File: config.mk
export PLATFORM = sky130hd
export DESIGN_NAME = asym_fifo
export DESIGN_NICKNAME = d
export VERILOG_FILES = /design/src/common/asym_fifo_pkg.sv /design/src/design/asym_fifo/asym_converter.sv /design/src/design/asym_fifo/banked_ram.sv /design/src/design/asym_fifo/fifo_ctrl.sv /design/src/design/asym_fifo/asym_fifo.sv
export VERILOG_INCLUDE_DIRS = /design/src /design/src/common
export SDC_FILE = /design/constraint.sdc
export NUM_CORES = 1
export LEC_CHECK = 0
export BUFFER_PORTS_ARGS = -buffer_cell sky130_fd_sc_hd__buf_4
export CAP_MARGIN = 20
export CORE_ASPECT_RATIO = 1.75
export CORE_MARGIN = 8
export CORE_UTILIZATION = 30
export CTS_CLUSTER_DIAMETER = 150
export DETAILED_ROUTE_END_ITERATION = 8
export MAX_ROUTING_LAYER = met4
export PLACE_DENSITY = 0.41
export SETUP_SLACK_MARGIN = 0.1
export SYNTH_ARGS = -nofsm -noshare
export SYNTH_HDL_FRONTEND = slang
export SYNTH_SLANG_ARGS = --single-unit
File: constraint.sdc
create_clock -name clk_i -period 2.76 [get_ports clk_i]
set_input_delay 0.138 -clock clk_i [delete_from_list [all_inputs] [get_ports clk_i]]
set_output_delay 0.138 -clock clk_i [all_outputs]
set_load 0.03 [all_outputs]
File: src/common/asym_fifo_defines.svh
// size constants for the byte-in, word-out FIFO
// include wherever a width, depth or lane count is needed
`ifndef ASYM_FIFO_DEFINES_SVH
`define ASYM_FIFO_DEFINES_SVH

// push side width in bits
`define ASYM_FIFO_W_DATA_W 8

// pop side width in bits
`define ASYM_FIFO_R_DATA_W 32

// address width in bytes, 64 byte storage
`define ASYM_FIFO_ADDR_W 6

// byte lanes per popped word
`define ASYM_FIFO_RATIO 4

// 0 puts the first pushed byte in bits 7:0
`define ASYM_FIFO_BIG_ENDIAN 0

// row address of the lane RAM
`define ASYM_FIFO_WIDE_ADDR_W 4

`endif

File: src/common/asym_fifo_pkg.sv
// shared types of the asymmetric FIFO
// vector types for data, pointers and level, plus the RAM port bundles
`default_nettype none

`include "asym_fifo_defines.svh"

package asym_fifo_pkg;

   typedef logic [`ASYM_FIFO_W_DATA_W-1:0]    narrow_word_t;
   typedef logic [`ASYM_FIFO_R_DATA_W-1:0]    wide_word_t;
   typedef logic [`ASYM_FIFO_ADDR_W-1:0]      narrow_addr_t;
   typedef logic [`ASYM_FIFO_WIDE_ADDR_W-1:0] wide_addr_t;
   // one extra bit so that a full FIFO can be told from an empty one
   typedef logic [`ASYM_FIFO_ADDR_W:0]        level_t;
   typedef logic [`ASYM_FIFO_RATIO-1:0]       lane_en_t;

   // write request towards the lane RAM
   typedef struct packed {
      lane_en_t   en;
      wide_addr_t addr;
      wide_word_t data;
   } mem_wr_t;

   // read request towards the lane RAM
   typedef struct packed {
      lane_en_t   en;
      wide_addr_t addr;
   } mem_rd_t;

endpackage

`default_nettype wire

File: src/design/asym_fifo/asym_converter.sv
// maps a narrow and a wide port onto the byte-lane RAM
// read data is registered, so the read port keeps the last word read
`timescale 1ns/10ps
`default_nettype none

module asym_converter #(
   parameter int W_DATA_W   = 8,
   parameter int R_DATA_W   = 32,
   // address width on the narrow side
   parameter int ADDR_W     = 6,
   parameter int BIG_ENDIAN = 0,
   localparam int MAX_W     = (W_DATA_W > R_DATA_W) ? W_DATA_W : R_DATA_W,
   localparam int MIN_W     = (W_DATA_W > R_DATA_W) ? R_DATA_W : W_DATA_W,
   localparam int R         = MAX_W / MIN_W,
   localparam int SEL_W     = $clog2(R),
   localparam int W_ADDR_W  = (W_DATA_W == MAX_W) ? ADDR_W - SEL_W : ADDR_W,
   localparam int R_ADDR_W  = (R_DATA_W == MAX_W) ? ADDR_W - SEL_W : ADDR_W
) (
   input  logic                       clk_i,
   input  logic                       rst_n_i,
   input  logic                       w_en_i,
   input  logic [W_ADDR_W-1:0]        w_addr_i,
   input  logic [W_DATA_W-1:0]        w_data_i,
   input  logic                       r_en_i,
   input  logic [R_ADDR_W-1:0]        r_addr_i,
   output logic [R_DATA_W-1:0]        r_data_o,
   output asym_fifo_pkg::mem_wr_t     mem_wr_o,
   output asym_fifo_pkg::mem_rd_t     mem_rd_o,
   input  asym_fifo_pkg::wide_word_t  mem_r_data_i
);

   asym_fifo_pkg::lane_en_t   wr_lane;
   asym_fifo_pkg::wide_addr_t wr_row;
   asym_fifo_pkg::wide_word_t wr_data;
   asym_fifo_pkg::lane_en_t   rd_lane_d;
   asym_fifo_pkg::wide_addr_t rd_row_d;
   asym_fifo_pkg::lane_en_t   rd_lane_q;
   asym_fifo_pkg::wide_addr_t rd_row_q;
   logic                      r_valid_q;
   asym_fifo_pkg::wide_word_t r_data_q;
   asym_fifo_pkg::wide_word_t r_data_int;

   assign mem_wr_o = '{en: wr_lane, addr: wr_row, data: wr_data};
   // read request goes out one cycle after the strobe
   assign mem_rd_o = '{en: rd_lane_q, addr: rd_row_q};

   always_ff @(posedge clk_i) begin
      if (!rst_n_i) begin
         rd_lane_q <= '0;
         r_valid_q <= 1'b0;
         r_data_q  <= '0;
      end else begin
         rd_lane_q <= rd_lane_d;
         // RAM output is fresh in the cycle after the request
         r_valid_q <= |rd_lane_q;
         if (r_valid_q) begin
            r_data_q <= mem_r_data_i;
         end
      end
   end

   always_ff @(posedge clk_i) begin
      rd_row_q <= rd_row_d;
   end

   // fresh RAM data in the valid cycle, held copy afterwards
   always_comb begin
      if (r_valid_q) begin
         r_data_int = mem_r_data_i;
      end else begin
         r_data_int = r_data_q;
      end
   end

   if (W_DATA_W < R_DATA_W) begin : g_read_wider
      logic [SEL_W-1:0] w_sel;

      // one lane per narrow write, selected by the low address bits
      assign w_sel     = w_addr_i[SEL_W-1:0];
      assign wr_lane   = {{(R - 1){1'b0}}, w_en_i} << w_sel;
      assign wr_row    = w_addr_i[W_ADDR_W-1:SEL_W];
      assign wr_data   = {{(MAX_W - W_DATA_W){1'b0}}, w_data_i} << (w_sel * W_DATA_W);
      assign rd_lane_d = {R{r_en_i}};
      assign rd_row_d  = r_addr_i;

      if (BIG_ENDIAN != 0) begin : g_big_endian
         for (genvar i = 0; i < R; i++) begin : g_lane
            assign r_data_o[i*W_DATA_W +: W_DATA_W] = r_data_int[(R-1-i)*W_DATA_W +: W_DATA_W];
         end
      end else begin : g_little_endian
         assign r_data_o = r_data_int;
      end

   end else if (W_DATA_W > R_DATA_W) begin : g_write_wider
      logic [SEL_W-1:0] r_sel;
      logic [SEL_W-1:0] lane_idx;
      logic [SEL_W-1:0] rd_sel_q;
      logic [SEL_W-1:0] out_sel_q;
      logic [MAX_W-1:0] r_shift;

      // a wide write fills every lane of the row
      assign wr_lane = {R{w_en_i}};
      assign wr_row  = w_addr_i;
      assign wr_data = w_data_i;

      assign r_sel     = r_addr_i[SEL_W-1:0];
      assign lane_idx  = (BIG_ENDIAN != 0) ? SEL_W'(R - 1) - r_sel : r_sel;
      assign rd_lane_d = {{(R - 1){1'b0}}, r_en_i} << lane_idx;
      assign rd_row_d  = r_addr_i[R_ADDR_W-1:SEL_W];

      // lane select follows the request down the read pipe
      always_ff @(posedge clk_i) begin
         rd_sel_q <= lane_idx;
      end

      always_ff @(posedge clk_i) begin
         if (!rst_n_i) begin
            out_sel_q <= '0;
         end else if (|rd_lane_q) begin
            out_sel_q <= rd_sel_q;
         end
      end

      assign r_shift  = r_data_int >> (out_sel_q * R_DATA_W);
      assign r_data_o = r_shift[R_DATA_W-1:0];

   end else begin : g_same_width
      $error("asym_converter needs different write and read widths");
   end

endmodule

`default_nettype wire

File: src/design/asym_fifo/banked_ram.sv
// dual-port RAM built from byte-wide lanes
// every lane has its own write and read enable, reads take one cycle
`timescale 1ns/10ps
`default_nettype none

module banked_ram #(
   parameter int LANES  = 4,
   // row address width
   parameter int ADDR_W = 4
) (
   input  logic                      clk_i,
   input  asym_fifo_pkg::mem_wr_t    mem_wr_i,
   input  asym_fifo_pkg::mem_rd_t    mem_rd_i,
   output asym_fifo_pkg::wide_word_t r_data_o
);

   localparam int LANE_W = $bits(asym_fifo_pkg::wide_word_t) / LANES;
   localparam int DEPTH  = 2 ** ADDR_W;

   for (genvar l = 0; l < LANES; l++) begin : g_lane
      logic [LANE_W-1:0] mem_q [DEPTH];
      logic [LANE_W-1:0] rd_q;

      always_ff @(posedge clk_i) begin
         if (mem_wr_i.en[l]) begin
            mem_q[mem_wr_i.addr] <= mem_wr_i.data[l*LANE_W +: LANE_W];
         end
         // old contents on a same-row write, lane holds when not read
         if (mem_rd_i.en[l]) begin
            rd_q <= mem_q[mem_rd_i.addr];
         end
      end

      assign r_data_o[l*LANE_W +: LANE_W] = rd_q;
   end

endmodule

`default_nettype wire

File: src/design/asym_fifo/fifo_ctrl.sv
// pointer and level bookkeeping of the asymmetric FIFO
// gates push and pop with full and empty and drives the RAM side strobes
`timescale 1ns/10ps
`default_nettype none

`include "asym_fifo_defines.svh"

module fifo_ctrl (
   input  logic                        clk_i,
   input  logic                        rst_n_i,
   input  logic                        push_i,
   input  logic                        pop_i,
   output logic                        w_en_o,
   output logic                        r_en_o,
   output asym_fifo_pkg::narrow_addr_t w_addr_o,
   output asym_fifo_pkg::narrow_addr_t r_addr_o,
   output logic                        full_o,
   output logic                        empty_o,
   output asym_fifo_pkg::level_t       level_o
);

   // storage size in bytes
   localparam int DEPTH = 2 ** `ASYM_FIFO_ADDR_W;
   // bytes taken by one pop
   localparam int RATIO = `ASYM_FIFO_RATIO;

   asym_fifo_pkg::narrow_addr_t w_ptr_q;
   asym_fifo_pkg::narrow_addr_t r_ptr_q;
   asym_fifo_pkg::level_t       level_q;
   asym_fifo_pkg::level_t       level_d;

   // flags come straight from the registered level
   assign full_o  = (level_q == asym_fifo_pkg::level_t'(DEPTH));
   // a pop needs a whole word stored
   assign empty_o = (level_q < asym_fifo_pkg::level_t'(RATIO));

   // accepted strobes, a request against a flag is dropped
   assign w_en_o = push_i & ~full_o;
   assign r_en_o = pop_i & ~empty_o;

   // push and pop may land in the same cycle
   always_comb begin
      level_d = level_q;
      if (w_en_o) begin
         level_d = level_d + asym_fifo_pkg::level_t'(1);
      end
      if (r_en_o) begin
         level_d = level_d - asym_fifo_pkg::level_t'(RATIO);
      end
   end

   always_ff @(posedge clk_i) begin
      if (!rst_n_i) begin
         w_ptr_q <= '0;
         r_ptr_q <= '0;
         level_q <= '0;
      end else begin
         // both pointers wrap at the end of storage
         if (w_en_o) begin
            w_ptr_q <= w_ptr_q + asym_fifo_pkg::narrow_addr_t'(1);
         end
         // read pointer moves a full word, low bits stay zero
         if (r_en_o) begin
            r_ptr_q <= r_ptr_q + asym_fifo_pkg::narrow_addr_t'(RATIO);
         end
         level_q <= level_d;
      end
   end

   assign w_addr_o = w_ptr_q;
   assign r_addr_o = r_ptr_q;
   assign level_o  = level_q;

endmodule

`default_nettype wire

File: src/design/asym_fifo/asym_fifo.sv
// top of the FIFO with a byte push port and a word pop port
// popped word appears one cycle after the pop is taken and holds until the next
`timescale 1ns/10ps
`default_nettype none

`include "asym_fifo_defines.svh"

module asym_fifo (
   input  logic                        clk_i,
   input  logic                        rst_n_i,
   input  logic                        push_i,
   input  asym_fifo_pkg::narrow_word_t w_data_i,
   input  logic                        pop_i,
   output asym_fifo_pkg::wide_word_t   r_data_o,
   output logic                        full_o,
   output logic                        empty_o,
   output asym_fifo_pkg::level_t       level_o
);

   logic                        w_en;
   logic                        r_en;
   asym_fifo_pkg::narrow_addr_t w_addr;
   asym_fifo_pkg::narrow_addr_t r_addr;
   asym_fifo_pkg::mem_wr_t      mem_wr;
   asym_fifo_pkg::mem_rd_t      mem_rd;
   asym_fifo_pkg::wide_word_t   mem_r_data;

   fifo_ctrl i_fifo_ctrl (
      .clk_i   (clk_i),
      .rst_n_i (rst_n_i),
      .push_i  (push_i),
      .pop_i   (pop_i),
      .w_en_o  (w_en),
      .r_en_o  (r_en),
      .w_addr_o(w_addr),
      .r_addr_o(r_addr),
      .full_o  (full_o),
      .empty_o (empty_o),
      .level_o (level_o)
   );

   // read side takes the row part of the byte pointer
   asym_converter #(
      .W_DATA_W  (`ASYM_FIFO_W_DATA_W),
      .R_DATA_W  (`ASYM_FIFO_R_DATA_W),
      .ADDR_W    (`ASYM_FIFO_ADDR_W),
      .BIG_ENDIAN(`ASYM_FIFO_BIG_ENDIAN)
   ) i_asym_converter (
      .clk_i       (clk_i),
      .rst_n_i     (rst_n_i),
      .w_en_i      (w_en),
      .w_addr_i    (w_addr),
      .w_data_i    (w_data_i),
      .r_en_i      (r_en),
      .r_addr_i    (r_addr[`ASYM_FIFO_ADDR_W-1:`ASYM_FIFO_ADDR_W-`ASYM_FIFO_WIDE_ADDR_W]),
      .r_data_o    (r_data_o),
      .mem_wr_o    (mem_wr),
      .mem_rd_o    (mem_rd),
      .mem_r_data_i(mem_r_data)
   );

   banked_ram #(
      .LANES (`ASYM_FIFO_RATIO),
      .ADDR_W(`ASYM_FIFO_WIDE_ADDR_W)
   ) i_banked_ram (
      .clk_i   (clk_i),
      .mem_wr_i(mem_wr),
      .mem_rd_i(mem_rd),
      .r_data_o(mem_r_data)
   );

endmodule

`default_nettype wire

==> impl_metrics.json <==
{
  "die_w_um": 225,
  "num_vias": 10900,
  "rsz0062_at_grt": "no",
  "slew_viol_final": 0,
  "grt_pass1_vias": 11800,
  "grt-ovfl-total": 0,
  "clock-sinks": 599,
  "multi_input_area_um2": 5300,
  "crit_family": "simple AND/OR/NAND/NOR gates",
  "setup-tns-final_ns": 0,
  "clockRootBuffer": "clkbuf_16",
  "drc": 0,
  "dpl.hpwl_um": 36800,
  "place_congestion": 0.767,
  "hp-start": "w_data_i[7]",
  "via_per_inst": 4.72,
  "arrival_ns": 2.18,
  "cts.repair.resized": 0,
  "core_um2": 76100,
  "hold_class": "in -> reg",
  "syn_nets": 1106,
  "fill_cells": 7158,
  "powerDensity_nw_per_um2": 824,
  "cap_violations": 0,
  "cts_buffers": 57,
  "r2r_cells": 4,
  "totalPowerFinal_w": 0.0223,
  "path_buf_inv": 2,
  "fmax_ghz": 0.432,
  "dr.pass1.iters": 6,
  "tightest_slew_ns": 0.868,
  "layout_common_cells": "edfxtp_1, mux4_2, buf_4",
  "ys_ff_latch": 599,
  "ios": 53,
  "grt_max_degree": 54,
  "area_growth_pct": 17.8,
  "htreeDepth": 2,
  "initial_core_util_pct": 30.2,
  "diodes": 0,
  "cp-start-kind": "flop",
  "clock_latency_ns": 0.62,
  "die_y_um": 382,
  "finalHoldViolations": 0,
  "cp.depth": 4,
  "endpoint_kind": "output port",
  "synthCells": 1089,
  "final_layout_size_suffix_gt1_share_pct": 33.6,
  "final_antenna_net_count": 0,
  "yosys_warnings": 0,
  "finalSetupViolCount": 0,
  "critPathKind": "reg -> out",
  "crit_start": "i_fifo_ctrl.level_o[2]$_SDFF_PN0_",
  "clk_pin_slew_ns": 0.07,
  "rows": 134,
  "period_minus_slack_ns": 2.31,
  "synth_seq_area_share_pct": 75.8,
  "grtUsageTotal_pct": 14.5,
  "path_common_cell": "buf_4",
  "cts_tree": "yes",
  "grt_pass1_wl_um": 86600,
  "cp_slowest_stage_delay_ns": 0.55,
  "hold_depth": 2,
  "path_cells": "or4_4, buf_4, nor2_1, buf_4",
  "status": "finished clean",
  "slowest_stage": "or4_4",
  "ir_worst_vdd_mv": 0.414,
  "synth_area_um2": 23000,
  "drt-total-wl_um": 60400,
  "final_common_cell": "edfxtp_1",
  "critPathMaxFanout": 9,
  "syn_area_per_cell_um2": 21.1,
  "worstReg2RegStart": "i_fifo_ctrl.w_addr_o[2]$_SDFFE_PN0N_",
  "clockBufferDepth": 3,
  "drt_iter0_markers": 570,
  "period_share_pct": 83.8,
  "crit_required_ns": 2.62,
  "dieArea_um2": 86200,
  "yosysUniqueCellTypes": 37,
  "fin_nets": 1257,
  "max_slew_margin_pct": 41.9,
  "grt_antenna_before_repair": 1,
  "port_buffers": 52,
  "avgRoutedWirePerCell_um": 26.2,
  "regArea_um2": 17400,
  "p_leak_nw": 8.75,
  "skew_ns": 0.0203
}
[cell type report]
type,instances,share of cell area (%)
multi-input combinational,427,19.6
tap,1020,4.71
inverter,6,0.0831
timing repair buffer,149,4.62
clock buffer,73,5.52
clock inverter,31,1.15
sequential,599,64.4
[sequential cells by signal (all words and copies together) (netlist names)]
register                    flops
i_fifo_ctrl.w_addr_o            6
i_banked_ram.g_lane.rd_q       32
i_asym_converter.r_valid_q      1
i_fifo_ctrl.r_addr_o            4
i_asym_converter.r_data_q      32
i_banked_ram.g_lane.mem_q     512
i_asym_converter.rd_lane_q      1
i_asym_converter.rd_row_q       4
i_fifo_ctrl.level_o             7
[synthesized netlist by cell type]
cell type  count  area (µm²)
a21o_1         1        7.51
a21oi_1        3        15.0
and2_1        57         357
and3_1         8        50.1
buf_1          5        18.8
buf_2         15        75.1
buf_4          4        30.0
buf_6          1        11.3
clkbuf_1      32         120
dfxtp_1       55        1100
edfxtp_1     544       16300
ha_1           5        62.6
inv_1          6        22.5
mux2_2        33         372
mux2i_1        4        40.0
mux4_2       160        3600
nand2_1       19        71.3
nand2_2        3        18.8
nand2b_1       1        6.26
nand3_1        9        45.0
nand4_1        3        18.8
nor2_1        80         300
nor2b_1        6        37.5
nor3_1         2        10.0
nor4_1         2        12.5
nor4_4         1        21.3
o2111ai_2      1        15.0
o211a_4        1        17.5
o211ai_1       3        22.5
o21a_1         6        45.0
o21ai_0        4        20.0
o21ai_4        1        16.3
o31a_1         1        8.76
or3_1          3        18.8
or4_4          1        11.3
xnor2_1        5        43.8
xor2_1         4        35.0
[logic make-up after synthesis]
group / Yosys count / share of synthesized area [%]
buffers and inverters: 63 / 1.21
muxes: 197 / 17.4
AOI/OAI and AO/OA: 21 / 0.728
adders and majority gates: 5 / 0.272
DFF: 599 / 75.8
xor gates and xnor gates: 9 / 0.342
and+or+nand+nor: 195 / 4.25
[stage by stage]
| stage | hold WS [ns] | area [µm²] | utilization [%] | std cells | setup WS (ns) |
|---|---|---|---|---|---|
| after detailed placement | 0.358 | 25300 | 33.2 | 2198 | 0.500 |
| after floorplan | 0.294 | 23000 | - | 1089 | 0.427 |
| after global routing | 0.226 | 27100 | 35.6 | 2305 | 0.347 |
| after global placement | 0.352 | 25300 | 33.2 | 2198 | 0.476 |
| final | 0.216 | 27100 | 35.6 | 2305 | 0.446 |
| after CTS | 0.185 | 27100 | 35.6 | 2305 | 0.400 |
[worst reg2reg max path, stage by stage (launching register included)]
cell	delay (ns)
dfxtp_1	0.46
nor2b_1	0.31
nand3_1	0.36
nor2_1	0.62
buf_4	0.26
[layer usage]
layer | global-route usage, % | wire length (µm) | up-vias
li1 | - | - | 4710
met1 | 16.0 | 23000 | 5879
met2 | 26.9 | 33800 | 218
met3 | 1.95 | 2000 | 84
met4 | 4.23 | 1580 | 0
met5 | - | 0 | -
[path summary, 6_finish.rpt]
check,to,slack [ns]
setup / recovery,full_o,0.45
hold / removal,i_banked_ram.g_lane[2].mem_q[1][7]$_DFFE_PP_,0.22
setup reg to reg,i_banked_ram.g_lane[3].mem_q[7][6]$_DFFE_PP_,0.47
hold reg to reg,i_asym_converter.rd_row_q[3]$_DFF_P_,0.36
[repair_timing]
action | in CTS | in global routing
setup buffers | 0 | 0
hold buffers | 3 | 0
hold endpoints to repair | 25 | 0
[power breakdown]
group,total (W),internal [W],switching (W)
sequential,0.0106,0.0103,0.000234
clock,0.00778,0.00438,0.00340
combinational,0.00399,0.00194,0.00205
total,0.0223,0.0167,0.00567
No activity file was read; power rests on OpenSTA's default activity.
